`config.mk`:
```
export PLATFORM = sky130hd
export DESIGN_NAME = axi_wr_sys
export DESIGN_NICKNAME = d
export VERILOG_FILES = /design/src/hdl/wr_mem_pkg.sv /design/src/hdl/axi_pkg.sv /design/src/hdl/axi_wr_sys.sv /design/src/hdl/wr_mem_ep.sv /design/src/hdl/axi_sub_wr.sv /design/src/hdl/axi_addr.sv /design/src/hdl/skidbuffer.sv
export SDC_FILE = /design/constraint.sdc
export NUM_CORES = 2
export LEC_CHECK = 0
export BUFFER_PORTS_ARGS = -buffer_cell sky130_fd_sc_hd__buf_2
export CORE_UTILIZATION = 40
export CTS_CLUSTER_DIAMETER = 200
export CTS_CLUSTER_SIZE = 25
export DETAILED_ROUTE_END_ITERATION = 8
export GPL_TIMING_DRIVEN = 0
export PLACE_DENSITY = 0.55
export SLEW_MARGIN = 20
export SYNTH_ARGS = -nofsm -noshare
export SYNTH_HDL_FRONTEND = slang
export SYNTH_HIERARCHICAL = 1
export SYNTH_SLANG_ARGS = --single-unit
```
`constraint.sdc`:
```
create_clock -name clk -period 5.6 [get_ports clk]
set_input_delay 0.56 -clock clk [delete_from_list [all_inputs] [get_ports clk]]
set_output_delay 0.56 -clock clk [all_outputs]
set_load 0.05 [all_outputs]
```
`src/hdl/wr_mem_pkg.sv`:
```
`default_nettype none

package wr_mem_pkg;

    // Endpoint depth in 32-bit words
    localparam int MEM_WORDS = 64;

    // Stall cycles inserted after every accepted beat
    localparam int MEM_HOLD_DEF = 1;

    // Read-back index width
    localparam int MEM_IDX_W = $clog2(MEM_WORDS);

endpackage

`default_nettype wire

```
`src/hdl/axi_pkg.sv`:
```
`default_nettype none

package axi_pkg;

    // Bus geometry shared by the skid buffer payloads
    localparam int AXI_AW = 32;
    localparam int AXI_DW = 32;
    localparam int AXI_IW = 4;

    // AxBURST encoding with value 3 reserved
    typedef enum logic [1:0] {
        AXI_BURST_FIXED = 2'b00,
        AXI_BURST_INCR  = 2'b01,
        AXI_BURST_WRAP  = 2'b10
    } axi_burst_e;

    // xRESP encoding
    typedef enum logic [1:0] {
        AXI_RESP_OKAY   = 2'b00,
        AXI_RESP_EXOKAY = 2'b01,
        AXI_RESP_SLVERR = 2'b10,
        AXI_RESP_DECERR = 2'b11
    } axi_resp_e;

    // Burst context as captured from the AW channel
    typedef struct packed {
        logic [AXI_AW-1:0] addr;
        axi_burst_e        burst;
        logic [2:0]        size;
        logic [7:0]        len;
        logic [AXI_IW-1:0] id;
    } axi_ctx_t;

    // One W beat
    typedef struct packed {
        logic [AXI_DW-1:0]   data;
        logic [AXI_DW/8-1:0] strb;
        logic                last;
    } axi_wbeat_t;

    // One B response
    typedef struct packed {
        axi_resp_e         resp;
        logic [AXI_IW-1:0] id;
    } axi_bresp_t;

endpackage

`default_nettype wire
```
`src/hdl/axi_wr_sys.sv`:
```
`timescale 1ns/1ps
`default_nettype none

module axi_wr_sys import axi_pkg::*, wr_mem_pkg::*; #(
    parameter int AW       = AXI_AW,
    parameter int DW       = AXI_DW,
    parameter int IW       = AXI_IW,
    parameter int DEPTH    = MEM_WORDS,
    parameter int HOLD_CYC = MEM_HOLD_DEF
) (
    input  wire logic                 clk,
    input  wire logic                 rst_n,

    // AW channel
    input  wire logic                 i_awvalid,
    output logic                      o_awready,
    input  wire logic [AW-1:0]        i_awaddr,
    input  wire logic [1:0]           i_awburst,
    input  wire logic [2:0]           i_awsize,
    input  wire logic [7:0]           i_awlen,
    input  wire logic [IW-1:0]        i_awid,

    // W channel
    input  wire logic                 i_wvalid,
    output logic                      o_wready,
    input  wire logic [DW-1:0]        i_wdata,
    input  wire logic [DW/8-1:0]      i_wstrb,
    input  wire logic                 i_wlast,

    // B channel
    output logic                      o_bvalid,
    input  wire logic                 i_bready,
    output logic [1:0]                o_bresp,
    output logic [IW-1:0]             o_bid,

    // Memory observation
    input  wire logic [MEM_IDX_W-1:0] i_rd_idx,
    output logic      [DW-1:0]        o_rd_data,
    output logic      [15:0]          o_burst_cnt
);

    // Component strobe link
    logic            comp_dv;
    logic [AW-1:0]   comp_addr;
    logic [DW-1:0]   comp_wdata;
    logic [DW/8-1:0] comp_wstrb;
    logic            comp_last;
    logic            comp_hld;
    logic            comp_err;

    axi_sub_wr #(
        .AW (AW),
        .DW (DW),
        .IW (IW)
    ) u_sub (
        .clk       (clk),
        .rst_n     (rst_n),
        .i_awvalid (i_awvalid),
        .o_awready (o_awready),
        .i_awaddr  (i_awaddr),
        .i_awburst (i_awburst),
        .i_awsize  (i_awsize),
        .i_awlen   (i_awlen),
        .i_awid    (i_awid),
        .i_wvalid  (i_wvalid),
        .o_wready  (o_wready),
        .i_wdata   (i_wdata),
        .i_wstrb   (i_wstrb),
        .i_wlast   (i_wlast),
        .o_bvalid  (o_bvalid),
        .i_bready  (i_bready),
        .o_bresp   (o_bresp),
        .o_bid     (o_bid),
        .o_dv      (comp_dv),
        .o_addr    (comp_addr),
        .o_wdata   (comp_wdata),
        .o_wstrb   (comp_wstrb),
        .o_last    (comp_last),
        .i_hld     (comp_hld),
        .i_err     (comp_err)
    );

    wr_mem_ep #(
        .DEPTH    (DEPTH),
        .HOLD_CYC (HOLD_CYC)
    ) u_mem (
        .clk         (clk),
        .rst_n       (rst_n),
        .i_dv        (comp_dv),
        .i_addr      (comp_addr),
        .i_wdata     (comp_wdata),
        .i_wstrb     (comp_wstrb),
        .i_last      (comp_last),
        .o_hld       (comp_hld),
        .o_err       (comp_err),
        .i_rd_idx    (i_rd_idx),
        .o_rd_data   (o_rd_data),
        .o_burst_cnt (o_burst_cnt)
    );

endmodule

`default_nettype wire

```
`src/hdl/wr_mem_ep.sv`:
```
`timescale 1ns/1ps
`default_nettype none

module wr_mem_ep import axi_pkg::*, wr_mem_pkg::*; #(
    parameter int DEPTH    = MEM_WORDS,
    parameter int HOLD_CYC = MEM_HOLD_DEF
) (
    input  wire logic                 clk,
    input  wire logic                 rst_n,

    // Component strobe side
    input  wire logic                 i_dv,
    input  wire logic [AXI_AW-1:0]    i_addr,
    input  wire logic [AXI_DW-1:0]    i_wdata,
    input  wire logic [AXI_DW/8-1:0]  i_wstrb,
    input  wire logic                 i_last,
    output logic                      o_hld,
    output logic                      o_err,

    // Observation
    input  wire logic [MEM_IDX_W-1:0] i_rd_idx,
    output logic      [AXI_DW-1:0]    o_rd_data,
    output logic      [15:0]          o_burst_cnt
);

    localparam int BC    = AXI_DW/8;
    localparam int BW    = $clog2(BC);
    localparam int IDX_W = $clog2(DEPTH);
    // One spare code so a zero hold still gets a legal width
    localparam int CNT_W = $clog2(HOLD_CYC + 2);

    logic [AXI_DW-1:0]    mem [DEPTH];
    logic [AXI_AW-BW-1:0] word_idx;
    logic                 in_range;
    logic                 commit;
    logic [CNT_W-1:0]     hold_cnt;

    assign word_idx = i_addr[AXI_AW-1:BW];
    assign in_range = (word_idx < (AXI_AW-BW)'(DEPTH));
    assign commit   = i_dv && !o_hld;

    // Out of range beats are flagged and then dropped
    assign o_err = i_dv && !in_range;

    // ------------------------------------------------------------------------
    // Hold counter
    // ------------------------------------------------------------------------
    always_ff @(posedge clk or negedge rst_n) begin
        if (!rst_n) begin
            hold_cnt <= '0;
        end else if (commit) begin
            hold_cnt <= CNT_W'(HOLD_CYC);
        end else if (hold_cnt != '0) begin
            hold_cnt <= hold_cnt - CNT_W'(1);
        end
    end

    assign o_hld = (hold_cnt != '0);

    // ------------------------------------------------------------------------
    // Storage
    // ------------------------------------------------------------------------
    // Byte lanes written only where the strobe is set
    always_ff @(posedge clk) begin
        if (commit && in_range) begin
            for (int b = 0; b < BC; b++) begin
                if (i_wstrb[b]) begin
                    mem[word_idx[IDX_W-1:0]][b*8 +: 8] <= i_wdata[b*8 +: 8];
                end
            end
        end
    end

    // Read-back port, zero beyond the array
    assign o_rd_data = (int'(i_rd_idx) < DEPTH) ? mem[i_rd_idx] : '0;

    // Counts every burst end, in range or not
    always_ff @(posedge clk or negedge rst_n) begin
        if (!rst_n) begin
            o_burst_cnt <= '0;
        end else if (commit && i_last) begin
            o_burst_cnt <= o_burst_cnt + 16'd1;
        end
    end

endmodule

`default_nettype wire

```
`src/hdl/axi_sub_wr.sv`:
```
`timescale 1ns/1ps
`default_nettype none

module axi_sub_wr import axi_pkg::*; #(
    parameter int AW = 32,
    parameter int DW = 32,
    parameter int IW = 4
) (
    input  wire logic            clk,
    input  wire logic            rst_n,

    // AW channel
    input  wire logic            i_awvalid,
    output logic                 o_awready,
    input  wire logic [AW-1:0]   i_awaddr,
    input  wire logic [1:0]      i_awburst,
    input  wire logic [2:0]      i_awsize,
    input  wire logic [7:0]      i_awlen,
    input  wire logic [IW-1:0]   i_awid,

    // W channel
    input  wire logic            i_wvalid,
    output logic                 o_wready,
    input  wire logic [DW-1:0]   i_wdata,
    input  wire logic [DW/8-1:0] i_wstrb,
    input  wire logic            i_wlast,

    // B channel
    output logic                 o_bvalid,
    input  wire logic            i_bready,
    output logic [1:0]           o_bresp,
    output logic [IW-1:0]        o_bid,

    // Component strobe side, one aligned word per beat
    output logic                 o_dv,
    output logic [AW-1:0]        o_addr,
    output logic [DW-1:0]        o_wdata,
    output logic [DW/8-1:0]      o_wstrb,
    output logic                 o_last,
    input  wire logic            i_hld,
    input  wire logic            i_err
);

    localparam int BW = $clog2(DW/8);

    // Request path
    axi_ctx_t   aw_ctx;
    axi_ctx_t   req_ctx;
    logic       req_valid;
    logic       req_ready;

    // Active burst
    axi_ctx_t   txn_ctx;
    logic [AW-1:0] txn_addr_nxt;
    logic       txn_active;
    logic       txn_err;
    logic       txn_final_beat;
    logic       txn_wvalid;
    logic       txn_wready;

    // Data and response payloads
    axi_wbeat_t w_beat_in;
    axi_wbeat_t w_beat_out;
    axi_bresp_t rp_data;
    axi_bresp_t b_data;
    logic       rp_valid;
    logic       rp_ready;

    // ------------------------------------------------------------------------
    // Request acceptance
    // ------------------------------------------------------------------------
    always_comb begin
        aw_ctx.addr  = i_awaddr;
        aw_ctx.burst = axi_burst_e'(i_awburst);
        aw_ctx.size  = i_awsize;
        aw_ctx.len   = i_awlen;
        aw_ctx.id    = i_awid;
    end

    skidbuffer #(
        .T          (axi_ctx_t),
        .OPT_OUTREG (1'b0)
    ) u_req_skd (
        .clk     (clk),
        .rst_n   (rst_n),
        .i_valid (i_awvalid),
        .o_ready (o_awready),
        .i_data  (aw_ctx),
        .o_valid (req_valid),
        .i_ready (req_ready),
        .o_data  (req_ctx)
    );

    // Take a new burst only with a free slot waiting in the response path
    assign req_ready = (!txn_active || (txn_final_beat && !o_bvalid)) && rp_ready;

    // Final beat of the active burst commits this cycle
    assign txn_final_beat = o_dv && !i_hld && o_last;

    // New request wins over the end of the previous one
    always_ff @(posedge clk or negedge rst_n) begin
        if (!rst_n) begin
            txn_active <= 1'b0;
            txn_err    <= 1'b0;
        end else if (req_valid && req_ready) begin
            txn_active <= 1'b1;
            txn_err    <= 1'b0;
        end else begin
            if (txn_final_beat) begin
                txn_active <= 1'b0;
            end
            // Sticky over the whole burst
            if (o_dv && !i_hld) begin
                txn_err <= txn_err || i_err;
            end
        end
    end

    // Context loads on accept, address walks on every committed beat
    always_ff @(posedge clk) begin
        if (req_valid && req_ready) begin
            txn_ctx <= req_ctx;
        end else if (o_dv && !i_hld) begin
            txn_ctx.addr <= txn_addr_nxt;
        end
    end

    // ------------------------------------------------------------------------
    // Beat addressing
    // ------------------------------------------------------------------------
    // Full byte address feeds the walker, narrow sizes need the low bits
    axi_addr #(
        .AW (AW),
        .DW (DW)
    ) u_axi_addr (
        .i_last_addr (txn_ctx.addr),
        .i_size      (txn_ctx.size),
        .i_burst     (txn_ctx.burst),
        .i_len       (txn_ctx.len),
        .o_next_addr (txn_addr_nxt)
    );

    // Component only sees word addresses
    assign o_addr = {txn_ctx.addr[AW-1:BW], BW'(0)};

    // ------------------------------------------------------------------------
    // Write data
    // ------------------------------------------------------------------------
    // W is held off until a burst is active
    assign txn_wvalid = i_wvalid && txn_active;
    assign o_wready   = txn_wready && txn_active;

    always_comb begin
        w_beat_in.data = i_wdata;
        w_beat_in.strb = i_wstrb;
        w_beat_in.last = i_wlast;
    end

    skidbuffer #(
        .T          (axi_wbeat_t),
        .OPT_OUTREG (1'b0)
    ) u_dat_skd (
        .clk     (clk),
        .rst_n   (rst_n),
        .i_valid (txn_wvalid),
        .o_ready (txn_wready),
        .i_data  (w_beat_in),
        .o_valid (o_dv),
        .i_ready (!i_hld),
        .o_data  (w_beat_out)
    );

    assign o_wdata = w_beat_out.data;
    assign o_wstrb = w_beat_out.strb;
    assign o_last  = w_beat_out.last;

    // ------------------------------------------------------------------------
    // Write response
    // ------------------------------------------------------------------------
    // Error of the final beat itself counts too
    always_comb begin
        rp_valid     = txn_final_beat;
        rp_data.resp = (txn_err || i_err) ? AXI_RESP_SLVERR : AXI_RESP_OKAY;
        rp_data.id   = txn_ctx.id;
    end

    // Registered output, skid entry absorbs one response under B stall
    skidbuffer #(
        .T          (axi_bresp_t),
        .OPT_OUTREG (1'b1)
    ) u_rsp_skd (
        .clk     (clk),
        .rst_n   (rst_n),
        .i_valid (rp_valid),
        .o_ready (rp_ready),
        .i_data  (rp_data),
        .o_valid (o_bvalid),
        .i_ready (i_bready),
        .o_data  (b_data)
    );

    assign o_bresp = b_data.resp;
    assign o_bid   = b_data.id;

endmodule

`default_nettype wire

```
`src/hdl/axi_addr.sv`:
```
`timescale 1ns/1ps
`default_nettype none

module axi_addr import axi_pkg::*; #(
    parameter int AW = 32,
    parameter int DW = 32
) (
    input  wire logic [AW-1:0] i_last_addr,
    input  wire logic [2:0]    i_size,
    input  wire axi_burst_e    i_burst,
    input  wire logic [7:0]    i_len,
    output logic      [AW-1:0] o_next_addr
);

    // Widest legal transfer is one full data word
    localparam int BW = $clog2(DW/8);

    logic [2:0]    size_eff;
    logic [AW-1:0] beat_bytes;
    logic [AW-1:0] addr_algn;
    logic [AW-1:0] addr_incr;
    logic [AW-1:0] wrap_mask;

    // Oversized AxSIZE is clipped to the bus width
    assign size_eff   = (i_size > 3'(BW)) ? 3'(BW) : i_size;
    assign beat_bytes = AW'(1) << size_eff;

    // Unaligned start, later beats snap to the transfer size
    assign addr_algn  = i_last_addr & ~(beat_bytes - AW'(1));
    assign addr_incr  = addr_algn + beat_bytes;

    // Wrap window is (len+1) beats, len is 1, 3, 7 or 15 for WRAP
    assign wrap_mask  = (beat_bytes * (AW'(i_len) + AW'(1))) - AW'(1);

    always_comb begin
        case (i_burst)
            AXI_BURST_FIXED: o_next_addr = i_last_addr;
            AXI_BURST_INCR:  o_next_addr = addr_incr;
            // Upper bits stay put, lower bits roll over inside the window
            AXI_BURST_WRAP:  o_next_addr = (i_last_addr & ~wrap_mask) |
                                           (addr_incr & wrap_mask);
            // Reserved encoding, address does not move
            default:         o_next_addr = i_last_addr;
        endcase
    end

endmodule

`default_nettype wire

```
`src/hdl/skidbuffer.sv`:
```
`timescale 1ns/1ps
`default_nettype none

module skidbuffer #(
    parameter type T          = logic,
    parameter bit  OPT_OUTREG = 1'b0
) (
    input  wire logic clk,
    input  wire logic rst_n,

    // Upstream side
    input  wire logic i_valid,
    output logic      o_ready,
    input  wire T     i_data,

    // Downstream side
    output logic      o_valid,
    input  wire logic i_ready,
    output T          o_data
);

    // Skid entry, filled when a beat is taken while downstream stalls
    logic r_valid;
    T     r_data;

    always_ff @(posedge clk or negedge rst_n) begin
        if (!rst_n) begin
            r_valid <= 1'b0;
        end else if (i_valid && o_ready && o_valid && !i_ready) begin
            r_valid <= 1'b1;
        end else if (i_ready) begin
            r_valid <= 1'b0;
        end
    end

    // Payload follows the input whenever the entry is free
    always_ff @(posedge clk) begin
        if (o_ready) begin
            r_data <= i_data;
        end
    end

    // Upstream ready is a flop, so no combinational path back
    assign o_ready = !r_valid;

    // ------------------------------------------------------------------------
    // Output stage
    // ------------------------------------------------------------------------
    generate
        if (OPT_OUTREG) begin : g_outreg
            logic ro_valid;
            T     ro_data;

            // Load whenever the output register is empty or being drained
            always_ff @(posedge clk or negedge rst_n) begin
                if (!rst_n) begin
                    ro_valid <= 1'b0;
                end else if (!o_valid || i_ready) begin
                    ro_valid <= i_valid || r_valid;
                end
            end

            // Skid entry has priority since it is older
            always_ff @(posedge clk) begin
                if (!o_valid || i_ready) begin
                    ro_data <= r_valid ? r_data : i_data;
                end
            end

            assign o_valid = ro_valid;
            assign o_data  = ro_data;
        end else begin : g_pass
            // Straight through unless the skid entry holds a beat
            assign o_valid = i_valid || r_valid;
            assign o_data  = r_valid ? r_data : i_data;
        end
    endgenerate

endmodule

`default_nettype wire

```
### Word-level counts from Yosys, hierarchy flattened

Memory sizes are Yosys's and may differ from the RTL's.
Index checks and enable logic that the tools add are counted.

| word-level totals | value |
|---|---|
| input port bits | 97 |
| RAM bits | 2048 |
| logic and storage cells | 118 |
| output and inout bits | 57 |
| bits in registers | 171 |
| memories kept | 1 |

Memory list:

| name | words | bits a word | read ports | clocked after Yosys merged registers in | write ports | line | source |
|---|---|---|---|---|---|---|---|
| u_mem.mem | 64 | 32 | 1 | 0 | 1 | wr_mem_ep.sv:32 | `logic [AXI_DW-1:0] mem [DEPTH];` |

| cells by class | value |
|---|---|
| add/sub/neg operators | 6 |
| bitwise logic cells | 6 |
| mux-type cells | 32 |
| $lt $le $gt $ge | 2 |
| shifts and indexed selects | 1 |
| multipliers | 1 |
| reduce and logical (&&, ||, !) cells | 41 |
| eq/ne operators | 3 |

Operators with widths:

| operator | number |
|---|---|
| $and A32 B32 Y32 | 3 |
| $mux W32 | 2 |
| $not A32 Y32 | 2 |
| $pmux W32 S2 | 1 |
| $sub A32 B1 Y32 const B | 2 |
| $mux W49 | 1 |
| $mux W37 | 1 |
| $add A32 B32 Y32 | 1 |
| $mul A32 B9 Y32 | 1 |
| $or A32 B32 Y32 | 1 |
| $shl A1 B3 Y32 const A | 1 |
| $lt A30 B7 Y1 const B | 1 |
| $mux W1 | 22 |
| $logic_and A1 B1 Y1 | 18 |
| $add A16 B1 Y16 const B | 1 |
| $reduce_bool A2 Y1 | 6 |
| $add A8 B1 Y9 const B | 1 |
| $logic_not A1 Y1 | 9 |
| $logic_or A1 B1 Y1 | 6 |
| $mux W2 | 3 |
| $mux W6 | 1 |
| $gt A3 B2 Y1 const B | 1 |
| $mux W3 | 1 |
| $reduce_bool A3 Y1 | 1 |
| other kinds (5) | 5 |

### Logic depth before layout (Yosys ltp)

| depth | value |
|---|---|
| depth in word-level cells | 12 |
| gate-level depth with buffers | 23 |
| depth with buffers taken out | 22 |

### By module

Netlist, hierarchy kept.

Modules (own cells, without submodules):

| module | cells each | seq. area each (um2) | times used | area each (um2) |
|---|---|---|---|---|
| wr_mem_ep | 3710 | 61949.4 | 1 | 79797.8 |
| axi_addr | 615 | 0.0 | 1 | 4621.9 |
| axi_sub_wr | 134 | 1521.5 | 1 | 2277.2 |
| skidbuffer at u_sub.u_req_skd | 108 | 1006.0 | 1 | 1860.5 |
| skidbuffer at u_sub.u_dat_skd | 82 | 765.7 | 1 | 1247.4 |
| skidbuffer at u_sub.u_rsp_skd | 27 | 350.3 | 1 | 478.0 |

### Worst setup path after synthesis

No wires, ideal clock.

| timing path | value |
|---|---|
| path kind | reg-to-reg |
| start | register u_sub/txn_ctx[4] (netlist bit) |
| end | register u_sub.txn_ctx (netlist bit u_sub/o_addr[22]), data pin |
| arrival time | 5.737 ns |
| clock period less this slack | 5.999 ns |
| path slack | -0.399 ns |
| library setup time | 0.262 ns |
| buffers on the path | 0 |
| stages on the path, launching flop included | 22 |
| data required time | 5.338 ns |
| path through | edfxtp_1 ha_1 nand3_1 nor2_1 xnor2_1 nor2_1 fa_1 ha_1 fa_1 fa_1 inv_1 fa_1 inv_1 ha_1 or3_1 o21a_1 o2111a_4 o311ai_1 a21oi_1 or3_1 o211a_1 mux2_1 |

| on the way | value |
|---|---|
| cells in the longest elaborated chain, start to end | 9 |
| elaborated cells on any way between the ends | 10 |
| classes of those cells | add/sub: 2; mul: 1; mux: 3; bitwise: 4 |

RTL lines:

| item | line | source |
|---|---|---|
| start, declared | axi_sub_wr.sv:53 | `axi_ctx_t txn_ctx;` |
| start signal, assigned | axi_sub_wr.sv:122 | `txn_ctx <= req_ctx;` |
| $add A8 B1 Y9 * | axi_addr.sv:33 | `assign wrap_mask = (beat_bytes * (AW'(i_len) + AW'(1))) - AW'(1);` |
| $mul A32 B9 Y32 * | axi_addr.sv:33 |  |
| $sub A32 B1 Y32 * | axi_addr.sv:33 |  |
| $not A32 Y32 | axi_addr.sv:40 | `AXI_BURST_WRAP: o_next_addr = (i_last_addr & ~wrap_mask) \|` |
| $and A32 B32 Y32 | axi_addr.sv:40 |  |
| $or A32 B32 Y32 * | axi_addr.sv:40 |  |
| $pmux W32 S2 * | axi_addr.sv:36 | `case (i_burst)` |
| named net u_sub.txn_addr_nxt[22] | axi_sub_wr.sv:54 | `logic [AW-1:0] txn_addr_nxt;` |
| $mux W32 * | axi_sub_wr.sv:123 | `end else if (o_dv && !i_hld) begin` |
| $mux W32 * | axi_sub_wr.sv:121 | `if (req_valid && req_ready) begin` |

The timed path passes the listed nets; every way through them passes the cells marked *. The select of a mux whose other input is x is not followed.
A chain may end at the register's enable or synchronous reset.

### Final worst setup path

| timing path | value |
|---|---|
| start | register u_sub/txn_ctx[4] (netlist bit) |
| end | register u_sub.txn_ctx (netlist bit u_sub/o_addr[16]), data pin |

The elaborated chain is that of the path after synthesis.

==> out/qor.yml <==
regArea_um2: 65600
final_cell_area_um2: 99800
cts.sinks: 2219
dpl-instance-area_um2: 95900
n_fill_cell: 19300
clkLatencyLatePin_ps: 820
portBuffers: 149
critPathArrivalTime_ps: 6490
final_common_cell: "edfxtp_1"
hold_class: "input port to flip-flop"
core_area_um2: 224000
rrSetupSlack_ps: -370
clock-root-buffer: "clkbuf_16"
p_leak_nw: 31.7
reg2reg_depth: 21
cp-start-kind: "flip-flop"
final_cells: 8124
vdd_drop_max_uv: 915
clk_pin_slew_ps: 100
slew_viol_final: 0
drc: 0
cts_tree: "yes"
synth_warnings: 6
grt_overflow: 0
violations: "setup timing"
dp_hpwl_mm: 204
layout_common_cells: "edfxtp_1, mux4_2, nor2_1"
routed_via_density: 6.05
rsz0062_at_grt: "yes"
post_drt_wl_per_cell_um: 36.0
grt_usage_pct: 25.4
io_pins: 154
fp.dieW_um: 477
holdPathStages: 2
setup_viol: 25
critPathCaptureType: "flip-flop"
status: "finished, violations left"
dp.cells: 7899
min_from: "i_awaddr[5]"
crit_fanout: 7
crit_required_ps: 6130
rows: 174
cts_buffer_depth: 3
ant_nets: 0
relSlewSlack_pct: 7.32
worst_pin_slew_ps: 1380
die-area_um2: 228000
setup_slack_ps: -365
start_util_pct: 40.2
hold_ws_ps: 61.5
avgSynthCellArea_um2: 19.3
critPathKind: "flip-flop to flip-flop"
final-hold-violation-count: 0
synth_cells: 4674
finalCriticalPeriod_ps: 5970
h-tree-depth: 3
reg2reg_from: "u_sub/txn_ctx[4]"
multi_input_area_um2: 23700
drt_iter0_drc: 6846
powerDensity_nw_per_um2: 460
antenna_found_initial: 33
period_share_pct: 107
drt_wl_total_mm: 292
routed-via-count: 49100
drive_above_1_share_pct: 25.3
area_growth_pct: 10.5
routabilityCongestion: 0.965
nets: 5296
grt_max_degree: 66
power_mw: 45.9
worstReg2RegEnd: "u_sub/o_addr[16]"
cap_violations: 0
grt_pass1_wl_mm: 394
cts_inserted_buffers: 99
die_y_um: 477
fin_skew_ps: 57.4
min_to: "u_sub/u_req_skd/r_data[22]"
dr.pass1.iters: 6
grt_pass1_vias: 46800
synth_area_um2: 90300
fmax_mhz: 168
## registers in the layout, summed over array words and instances, names as in the netlist, 2 cells and up
register / count
u_mem/o_burst_cnt: 16
u_sub/u_rsp_skd/o_data: 6
u_sub/rp_data: 4
u_sub/u_rsp_skd/r_data: 6
u_sub/txn_ctx: 15
u_sub/u_req_skd/r_data: 49
u_mem/hold_cnt: 2
u_sub/u_dat_skd/r_data: 37
u_mem/mem: 2048
u_sub/o_addr: 30
## per-stage QoR
step,TNS (ps),util [%],setup slack (ps)
2_1_floorplan,-27.0,-,-27.0
3_3_place_gp,-15960,42.4,-845
3_5_place_dp,-14820,42.7,-864
4_1_cts,-5430,44.3,-408
5_1_grt,-11170,44.4,-623
6_report,-5390,44.5,-365
## power breakdown
part           total [mW]  switching (mW)  internal [mW]
combinational        17.0            10.4           6.60
clock                8.43            5.12           3.30
sequential           20.5           0.368           20.1
## worst max-delay path by stage
stage                     startpoint               end  slack, ps
finish              u_sub/txn_ctx[4]  u_sub/o_addr[16]       -370
global route        u_sub/txn_ctx[4]  u_sub/o_addr[19]       -620
CTS                 u_sub/txn_ctx[4]  u_sub/o_addr[16]       -410
detailed placement  u_sub/txn_ctx[4]  u_sub/o_addr[31]       -860
global placement    u_sub/txn_ctx[4]  u_sub/o_addr[31]       -850
floorplan           u_sub/txn_ctx[4]  u_sub/o_addr[22]        -30
## final cells by class
| class | instances | area share (%) |
|---|---|---|
| flip-flops and latches | 2219 | 65.7 |
| multi-input cells | 2127 | 23.7 |
| well taps | 2992 | 3.75 |
| clock buffers | 125 | 2.60 |
| repair buffers | 257 | 1.94 |
| plain buffers | 282 | 1.76 |
| inverters | 96 | 0.361 |
| clock inverters | 7 | 0.102 |
| diodes | 19 | 0.0476 |
## critical path, cell delays in order, from the launching register on
cell      delay, ps
edfxtp_1        390
buf_4           130
and3_4          180
nand3_4         110
nor2_4          140
xor2_2          230
nand2_1         100
ha_1            280
inv_1            50
fa_1            450
fa_1            510
fa_1            460
ha_1            290
ha_2            340
a21o_1          200
a31o_4          250
or3_1           420
o22a_1          240
xor2_2          310
a21oi_1         110
o22a_1          220
mux2_2          270
## per-layer routing
metal  GRT usage, %  up-vias  routed length [um]
met4           9.09       38               12500
li1               -    19500                   -
met2           37.8     2650              130000
met3           6.65      444               31900
met1           35.9    26500              118000
met5              0        -                 223
## what timing repair did
action	in CTS	in global routing
resized for setup	63	27
setup endpoints to repair	25	27
hold buffers	52	0
cloned	1	0
hold endpoints to repair	75	0
pin swaps	35	18
setup buffers	14	7
No activity file was read; power rests on OpenSTA's default activity.
